`config.mk`:
```
export PLATFORM = sky130hd
export DESIGN_NAME = InstDecoder
export DESIGN_NICKNAME = d
export VERILOG_FILES = /design/src/hdl/rvTypes.sv /design/src/hdl/rvCtrl.sv /design/src/hdl/InstDecoder.sv
export SDC_FILE = /design/constraint.sdc
export NUM_CORES = 1
export LEC_CHECK = 0
export BUFFER_PORTS_ARGS = -buffer_cell sky130_fd_sc_hd__buf_2
export CAP_MARGIN = 0
export CORE_MARGIN = 2
export CORE_UTILIZATION = 37
export DETAILED_ROUTE_END_ITERATION = 16
export PLACE_DENSITY = 0.84
export SYNTH_ARGS = -nofsm -noshare
export SYNTH_HDL_FRONTEND = slang
export SYNTH_SLANG_ARGS = --single-unit
```
`constraint.sdc`:
```
create_clock -name vclk -period 1.99
set_input_delay 0.0995 -clock vclk [all_inputs]
set_output_delay 0.0995 -clock vclk [all_outputs]
set_load 0.005 [all_outputs]
```
`src/hdl/rvTypes.sv`:
```
package rvTypes;

    // architectural widths
    typedef logic [63:0] xlenWord;   // data and address word
    typedef logic [31:0] instWord;
    typedef logic [4:0]  regAddr;
    typedef logic [7:0]  byteMask;   // one enable per byte lane

    // major opcodes, inst[6:0]
    typedef enum logic [6:0] {
        opLoad   = 7'b0000011,
        opImm    = 7'b0010011,
        opAuipc  = 7'b0010111,
        opImm32  = 7'b0011011,
        opStore  = 7'b0100011,
        opReg    = 7'b0110011,
        opLui    = 7'b0110111,
        opReg32  = 7'b0111011,
        opBranch = 7'b1100011,
        opJalr   = 7'b1100111,
        opJal    = 7'b1101111
    } opcodeT;

endpackage

```
`src/hdl/rvCtrl.sv`:
```
package rvCtrl;

    // immediate layout picked by the decoder
    typedef enum logic [2:0] {
        immFmtNone,
        immFmtI,
        immFmtS,
        immFmtB,
        immFmtU,
        immFmtJ
    } immFmtT;

    // access size, funct3[1:0] of loads and stores
    typedef enum logic [1:0] {
        szByte   = 2'd0,
        szHalf   = 2'd1,
        szWord   = 2'd2,
        szDouble = 2'd3
    } memWidthT;

    typedef struct packed {
        rvTypes::opcodeT  opcode;
        logic [2:0]       funct3;
        logic [6:0]       funct7;
        rvTypes::regAddr  rd;
        rvTypes::regAddr  rs1Addr;
        rvTypes::regAddr  rs2Addr;
        rvTypes::xlenWord imm;       // sign-extended for the format
        logic             illegal;
    } decodedInst;

    typedef struct packed {
        rvTypes::xlenWord addr;
        rvTypes::xlenWord wdata;     // already shifted into its lanes
        rvTypes::byteMask mask;
        logic             write;
    } memReq;

    // one retired instruction
    typedef struct packed {
        logic             valid;
        rvTypes::xlenWord pc;
        rvTypes::regAddr  rd;
        logic             wen;
        rvTypes::xlenWord wdata;
        logic             illegal;
    } commitInfo;

endpackage

```
`src/hdl/InstDecoder.sv`:
```
`timescale 1ns/1ns

module InstDecoder
    import rvTypes::*;
    import rvCtrl::*;
(
    input  instWord    inst,
    output decodedInst dec
);
    logic [2:0] funct3;
    logic [6:0] funct7;
    immFmtT     immFmt;
    logic       illegal;
    xlenWord    immI;
    xlenWord    immS;
    xlenWord    immB;
    xlenWord    immU;
    xlenWord    immJ;
    xlenWord    imm;

    assign funct3 = inst[14:12];
    assign funct7 = inst[31:25];

    assign immI = {{52{inst[31]}}, inst[31:20]};
    assign immS = {{52{inst[31]}}, inst[31:25], inst[11:7]};
    assign immB = {{51{inst[31]}}, inst[31], inst[7], inst[30:25], inst[11:8], 1'b0};
    assign immU = {{32{inst[31]}}, inst[31:12], 12'b0};
    assign immJ = {{43{inst[31]}}, inst[31], inst[19:12], inst[20], inst[30:21], 1'b0};

    always_comb begin
        immFmt  = immFmtNone;
        illegal = 1'b0;
        case (inst[6:0])
            opLoad: begin
                immFmt  = immFmtI;
                illegal = (funct3 == 3'b111);   // no ldu
            end
            opStore: begin
                immFmt  = immFmtS;
                illegal = funct3[2];
            end
            opImm: begin
                immFmt = immFmtI;
                if (funct3 == 3'b001) begin
                    illegal = (funct7[6:1] != 6'b000000);   // shamt takes bit 25
                end else if (funct3 == 3'b101) begin
                    illegal = !(funct7[6:1] inside {6'b000000, 6'b010000});
                end
            end
            opImm32: begin
                immFmt = immFmtI;
                case (funct3)
                    3'b000:  illegal = 1'b0;
                    3'b001:  illegal = (funct7 != 7'b0000000);
                    3'b101:  illegal = !(funct7 inside {7'b0000000, 7'b0100000});
                    default: illegal = 1'b1;
                endcase
            end
            opReg: begin
                case (funct7)
                    7'b0000000: illegal = 1'b0;
                    7'b0100000: illegal = !(funct3 inside {3'b000, 3'b101});
                    7'b0000001: illegal = (funct3 != 3'b000);   // mul only
                    default:    illegal = 1'b1;
                endcase
            end
            opReg32: begin
                case (funct7)
                    7'b0000000: illegal = !(funct3 inside {3'b000, 3'b001, 3'b101});
                    7'b0100000: illegal = !(funct3 inside {3'b000, 3'b101});
                    7'b0000001: illegal = (funct3 != 3'b000);   // divw, remw land here
                    default:    illegal = 1'b1;
                endcase
            end
            opLui, opAuipc: immFmt = immFmtU;
            opJal:          immFmt = immFmtJ;
            opJalr: begin
                immFmt  = immFmtI;
                illegal = (funct3 != 3'b000);
            end
            opBranch: begin
                immFmt  = immFmtB;
                illegal = (funct3 inside {3'b010, 3'b011});
            end
            default: illegal = 1'b1;
        endcase
    end

    always_comb begin
        case (immFmt)
            immFmtI: imm = immI;
            immFmtS: imm = immS;
            immFmtB: imm = immB;
            immFmtU: imm = immU;
            immFmtJ: imm = immJ;
            default: imm = '0;
        endcase
    end

    assign dec.opcode  = opcodeT'(inst[6:0]);
    assign dec.funct3  = funct3;
    assign dec.funct7  = funct7;
    assign dec.rd      = inst[11:7];
    assign dec.rs1Addr = inst[19:15];
    assign dec.rs2Addr = inst[24:20];
    assign dec.imm     = imm;
    assign dec.illegal = illegal;

endmodule

```
======== Yosys cells after proc, flatten, opt, wreduce, memory -nomap -nowiden ========
Cells that the tools add are included.
word-level totals
  output and inout bits ................... 97
  input port bits ......................... 32
  register bits ........................... 0
  word-level logic and storage cells ...... 50
cells by class
  multiplexer cells ....................... 8
  reduce and logical (&&, ||, !) cells .... 18
  eq/ne operators ......................... 24
operators with widths
  operator                                        count
  case mux 64 bit (5 select lines)                1
  == test 7 x 6 -> 1 bit (second input constant)  5
  == test 7 x 5 -> 1 bit (second input constant)  3
  == test 7 bit (second input constant)           3
  case mux 3 bit (5 select lines)                 1
  == test 3 x 2 -> 1 bit (second input constant)  4
  == test 3 bit (second input constant)           4
  case mux 1 bit (3 select lines)                 3
  case mux 1 bit (9 select lines)                 1
  nonzero test 2 bit                              4
  == test 7 x 1 -> 1 bit (second input constant)  1
  == test 7 x 2 -> 1 bit (second input constant)  1
  logical NOT 7 bit                               1
  nonzero test 7 bit                              1
  == test 3 x 1 -> 1 bit (second input constant)  2
  == test 6 x 5 -> 1 bit (second input constant)  1
  logical NOT 6 bit                               1
  nonzero test 3 bit                              2
  nonzero test 6 bit                              1
  logical NOT 1 bit                               4
  OR reduction 4 bit                              1
  logical NOT 3 bit                               1
  OR reduction 3 bit                              1
  2-to-1 mux 1 bit                                2
  OR reduction 2 bit                              1

======== Longest topological paths before layout ========
Gate-level depths: netlist of run 1.
  depth after elaboration ................. 6
  depth in mapped cells ................... 7
  depth with buffers taken out ............ 5

======== Least setup slack after synthesis of run 1 ========
Ideal clock, no wire load.
  path type ............................... input to output
  start ................................... in inst[4]
  end ..................................... out dec[33] (netlist bit)
  path buffers ............................ 2
  data arrival time ....................... 1.813 ns
  slack ................................... 0.077 ns
  stages .................................. 6
  required time ........................... 1.891 ns
  cell sequence ........................... buf_2 -> and3b_1 -> nand2_1 -> a21oi_2 -> o31a_1 -> buf_4
RTL lines
  item         line              source
  from (decl)  InstDecoder.sv:7  input instWord inst,
  to (decl)    InstDecoder.sv:8  output decodedInst dec

==> key figures, run 1 <==
Synth
  • Syn Nets: approximately 210
  • Mean Syn Cell Area: 6.80 um^2
  • Post-synthesis cell area: 1230 um^2
  • Count of synthesis-stage warnings from yosys: 0
  • Mapped Cells: 181
  • Seq/Total Area, Yosys: 0%
  • Post-synth cell types: 40

STA
  • Fmax: roughly 580 MHz
  • Final Hold Vio Count: 0
  • Setup_tns: 0 ns
  • Final WS setup: approximately 0.26 ns
  • Period utilization: between 80 and 90%
  • Hold_ws: 0.382 ns
  • Endpoints failing setup: 0
  • RSZ-0062 raised after global routing: false
  • Max-slew violation count: 0
  • Normalized max-slew margin: 72.6%
  • Final min period: ~1.7 ns
  • Worst-Margin Slew: 0.411 ns

Final layout
  • Final net count: roughly 270
  • Syn-to-layout area delta: 15.3%
  • FFs & Latches: 0
  • Utilization after layout: 45.7%
  • # fillers: 332
  • CLK BUF: 0
  • N_diodes: 0
  • Final instance area: about 1400 um^2
  • Share of layout cells above drive strength 1: 59.6%
  • Register area: 0 um^2

Worst setup path
  • Crit path capture type: output pin
  • Crit path buf inv count: 3
  • Top Family by Delay on Critical Path: compound AO/OA/AOI/OAI gates
  • CP Class: in2out
  • Critical Path RT: 1.89 ns
  • Slowest-stage cell, CP: o31a_2
  • CP Max Fanout: 33
  • Worst path arrival time: 1.63 ns
  • Slowest stage delay, CP: 0.48 ns
  • CP Cell Sequence: buf_2, inv_2, o21ai_1, o21ai_0, and2_1, o31a_2, buf_2
  • Worst setup SP type: input port
  • Most used cell, CP: buf_2

Global routing
  • Global-route wire length before repair: 4370 um
  • Number of global-route vias before repair: 1013
  • All-Layer GR Usage: 14.5%
  • Initial antenna violation count: 0
  • Overflow after GRT: 0
  • Most Used Layer, Global Route: met2
  • Met2 usage: 29.0%
  • M1 GR Usage: between 10% and 20%
  • Largest net degree at the start of global routing: 34
  • M3 GR Usage: 1.05%

Route
  • DR pass1 iterations: 4
  • Routed length per placed instance: 11.7 um
  • Post-route ant nets: 0
  • Drt total wl: about 3300 um
  • Via density: 4.84
  • DR vias: ~1400
  • # DRC: 0
  • Initial DRC count: 37

Floorplanning
  • Die area: 3800 um^2
  • Die height: 61.7 um
  • Die W: 61.7 um
  • Site Rows: 20
  • # IOs: around 130
  • Core box area: 3100 um^2
  • Starting Density: 39.6%

Placement
  • DP Worst Slack: 0.120 ns
  • Final weighted congestion in routability-driven placement: 0.856
  • Number of port buffers: 129
  • DP Wirelength: around 2800 um
  • Placed cell area: 1420 um^2

Run
  • Max_cap viols: 0

Min path
  • Worst hold path class: in2out
  • Hold_sp: inst[11]
  • Hold Path End: dec[79]
  • Hold depth: 2

Outcome
  • Status: finished, final reports clean

Power and ir drop
  • Leak: 1.01 nW
  • Peak supply drop: 57.1 uV
  • Pwr Density: 152 nW/um^2

Clocking
  • Hold buffer count at CTS: 0
==> what timing repair did <==
| action | in CTS | in global routing |
|---|---|---|
| resized for setup | 0 | 1 |
| setup buffers | 0 | 0 |
| setup endpoints to repair | 0 | 33 |
==> metrics by stage <==
step / total power, W / cells
after floorplan: 0.000166 / 181
after global placement: 0.000212 / 284
after detailed placement: 0.000217 / 284
after CTS: 0.000217 / 284
after global routing: 0.000240 / 284
final: 0.000215 / 284
==> layout by cell type, fill, tap and decap left out, types with 2 or more instances in the layout <==
cell type	count
a22o_1	4
nand2b_1	2
nor3_1	4
o21ai_0	7
nor2_1	11
nand3_1	4
o21ai_1	5
o211ai_1	2
nor4_1	2
buf_2	129
and2_1	9
a21o_1	20
buf_4	4
nand2_1	8
inv_1	2
a21oi_1	5
==> kinds of logic after synthesis <==
family                 count (synthesis)  share of synthesized area, %
buffers and inverters                 78                          45.5
AO/OA/AOI/OAI                         52                          30.0
AND/OR/NAND/NOR                       51                          24.5
==> synthesized netlist by cell type (2+ instances only) <==
cell	count	share of area, %
a21o_1	20	12
a21oi_1	5	2.0
a22o_1	4	2.8
and2_1	9	4.6
buf_2	3	1.2
buf_4	68	42
clkbuf_1	2	0.61
inv_1	2	0.61
nand2_1	8	2.4
nand2b_1	2	1.0
nand3_1	4	1.6
nor2_1	11	3.4
nor3_1	4	1.6
nor4_1	2	1.0
o211ai_1	2	1.2
o21ai_0	7	2.8
o21ai_1	5	2.0
==> how the worst max path moves through the flow <==
stage | slack [ns] | cells after the start | from | endpoint
3_3_place_gp | 0.18 | 6 | inst[4] | dec[44]
6_report | 0.26 | 7 | inst[3] | dec[63]
5_1_grt | 0.06 | 7 | inst[3] | dec[62]
3_5_place_dp | 0.12 | 6 | inst[4] | dec[57]
4_1_cts | 0.12 | 6 | inst[4] | dec[57]
2_1_floorplan | 0.08 | 6 | inst[4] | dec[33]
==> metal layers <==
layer | vias to the layer above | wire (um)
li1 | 678 | -
met1 | 607 | 1240
met2 | 89 | 1730
met3 | 0 | 340
met4 | 0 | 0
met5 | - | 0
==> layout make-up <==
class                           instances  area, um^2  share of cell area, %
Timing Repair Buffer                  133         676                   47.7
Inverter                                4        15.0                   1.06
Multi-Input combinational cell        103         672                   47.4
Tap cell                               44        55.1                   3.88
==> power breakdown <==
part           leakage [nW]  internal [W]  switching [W]
Combinational          1.01      0.000100       0.000115
Clock                     0             0              0
Sequential                0             0              0
(Power assumes the default switching activity.)
==> run 2: changes to the inputs <==
==> constraint.sdc (replaced) <==
create_clock -name vclk -period 1.99
set_input_delay 0.398 -clock vclk [all_inputs]
set_output_delay 0.398 -clock vclk [all_outputs]
set_load 0.005 [all_outputs]
==> key figures, run 2 (synthesized netlist as in run 1, its figures left out) <==
Route
  • Initial DRC count: 34 (-8.1%)
  • DR vias: 1548 (+13%)
  • Drt total wl: 4100 um (+24%)
  • DR pass1 iterations: 4 (unchanged)
  • Routed length per placed instance: 13.3 um (+14%)
  • Post-route ant nets: 0 (unchanged)
  • # DRC: 0 (unchanged)
  • Via density: 5.01 (+3.5%)

Final layout
  • Syn-to-layout area delta: 40.3%
  • Final net count: 299 (+9.1%)
  • Leading cell types in the layout, fill and taps excluded: buf_2, buf_4, a21o_1
  • CLK BUF: 0 (unchanged)
  • # fillers: 321 (-3.3%)
  • Register area: 0 um^2 (unchanged)
  • Final instance area: 1730 um^2 (+22%)
  • Share of layout cells above drive strength 1: 68.3% (+8.7 points)
  • Commonest non-fill, non-tap cell in the layout: buf_2
  • FFs & Latches: 0 (unchanged)
  • N_diodes: 0 (unchanged)

STA
  • RSZ-0062 raised after global routing: true
  • Endpoints failing setup: 0 (unchanged)
  • Max-slew violation count: 0 (unchanged)
  • Fmax: 513 MHz (-11%)
  • Period utilization: 98.0% (+11 points)
  • Final Hold Vio Count: 0 (unchanged)
  • Hold_ws: 0.976 ns (+0.594 ns)
  • Normalized max-slew margin: 74.8% (+2.2 points)
  • Final min period: 1.95 ns (+0.217 ns)
  • Worst-Margin Slew: 0.374 ns (-0.0362 ns)

Worst setup path
  • Slowest stage delay, CP: 0.24 ns (-0.24 ns)
  • Critical Path RT: 1.59 ns (-0.30 ns)
  • CP Cell Sequence: buf_2, inv_2, nor2_1, buf_4, o31ai_2, nand4_1, a211o_1, buf_2
  • Worst setup SP type: input port
  • Worst path arrival time: 1.55 ns (-0.08 ns)
  • Crit path capture type: output pin
  • Beginning of the critical path: inst[3]
  • CP Class: in2out
  • Top Family by Delay on Critical Path: buffers and inverters
  • Slowest-stage cell, CP: o31ai_2
  • Crit path buf inv count: 4 (+1)
  • Most used cell, CP: buf_2
  • CP Max Fanout: 5 (-85%)

Global routing
  • Overflow after GRT: 0 (unchanged)
  • Most Used Layer, Global Route: met2
  • M3 GR Usage: 0.420% (-0.63 points)
  • Initial antenna violation count: 0 (unchanged)
  • M1 GR Usage: 21.3% (+3.9 points)
  • Met2 usage: 35.0% (+6.0 points)
  • All-Layer GR Usage: 17.9% (+3.3 points)
  • Global-route wire length before repair: 5220 um (+20%)
  • Number of global-route vias before repair: 1153 (+14%)
  • Largest net degree at the start of global routing: 18 (-47%)

Placement
  • Final weighted congestion in routability-driven placement: 0.943 (+10%)
  • DP Wirelength: 3180 um (+12%)
  • Placed cell area: 1610 um^2 (+14%)
  • Number of port buffers: 129 (unchanged)

Floorplanning
  • # IOs: 129 (unchanged)
  • Site Rows: 20 (unchanged)
  • Core box area: 3100 um^2 (unchanged)
  • Die area: 3800 um^2 (unchanged)
  • Die height: 61.7 um (unchanged)
  • Die W: 61.7 um (unchanged)
  • Starting Density: 39.6% (unchanged)

Min path
  • Worst hold path class: in2out
  • Hold_sp: inst[16]

Power and ir drop
  • Peak supply drop: 81.7 uV (+43%)
  • Pwr Density: 162 nW/um^2 (+6.4%)
  • Leak: 1.17 nW (+15%)

Run
  • Max_cap viols: 0 (unchanged)

Outcome
  • Status: finished, final reports clean

Clocking
  • Hold buffer count at CTS: 0 (unchanged)
==> run 2: cell types whose count changed in the layout (fill, tap and decap cells not counted), moves of 3 or more <==
cell    before  now
buf_4        4   29
and2_4       0    4
and2_1       9    6
o31a_4       0    3
buf_2      129  123
buf_6        0    3
==> run 2: cell type report <==
cell class / instances / area [um^2] / share of cell area (%)
inverters: 4 / 16.3 / 0.943
multi-input cells: 105 / 779 / 45.2
well taps: 44 / 55.1 / 3.19
repair buffers: 156 / 875 / 50.7
==> run 2: timing repair <==
item                       4_1_cts  5_1_grt
setup endpoints to repair       46       54
pin swaps                        2        6
gates resized for setup          9       19
gates cloned                     1        1
setup buffers                    0        0
==> run 2: power by group <==
part           internal (W)  total, W  switching [W]
registers                 0         0              0
clock network             0         0              0
logic              0.000139  0.000279       0.000139
==> run 2: stage by stage <==
stage | setup slack (ns) | setup TNS [ns] | util (%) | power, W | instances
after floorplan | -0.0104 | -0.321 | - | 0.000170 | 181
after global placement | -0.0809 | -2.65 | 52.0 | 0.000251 | 307
after detailed placement | -0.107 | -3.62 | 52.0 | 0.000256 | 307
after CTS | -0.0129 | -0.168 | 53.3 | 0.000264 | 308
after global routing | -0.0198 | -0.259 | 55.6 | 0.000305 | 309
final | 0.0396 | 0 | 55.6 | 0.000279 | 309
==> run 2: routing by layer <==
| layer | share of wire [%] | routed length, um |
|---|---|---|
| met1 | 39 | 1600 |
| met2 | 51 | 2100 |
| met3 | 8.9 | 365 |
| met4 | 0.78 | 32 |
| met5 | 0 | 0 |
==> run 2: path summary, 6_finish.rpt <==
check | endpoint | slack (ns) | cells past startpoint
hold / removal | dec[71] | 0.98 | 2
setup / recovery | dec[0] | 0.04 | 8
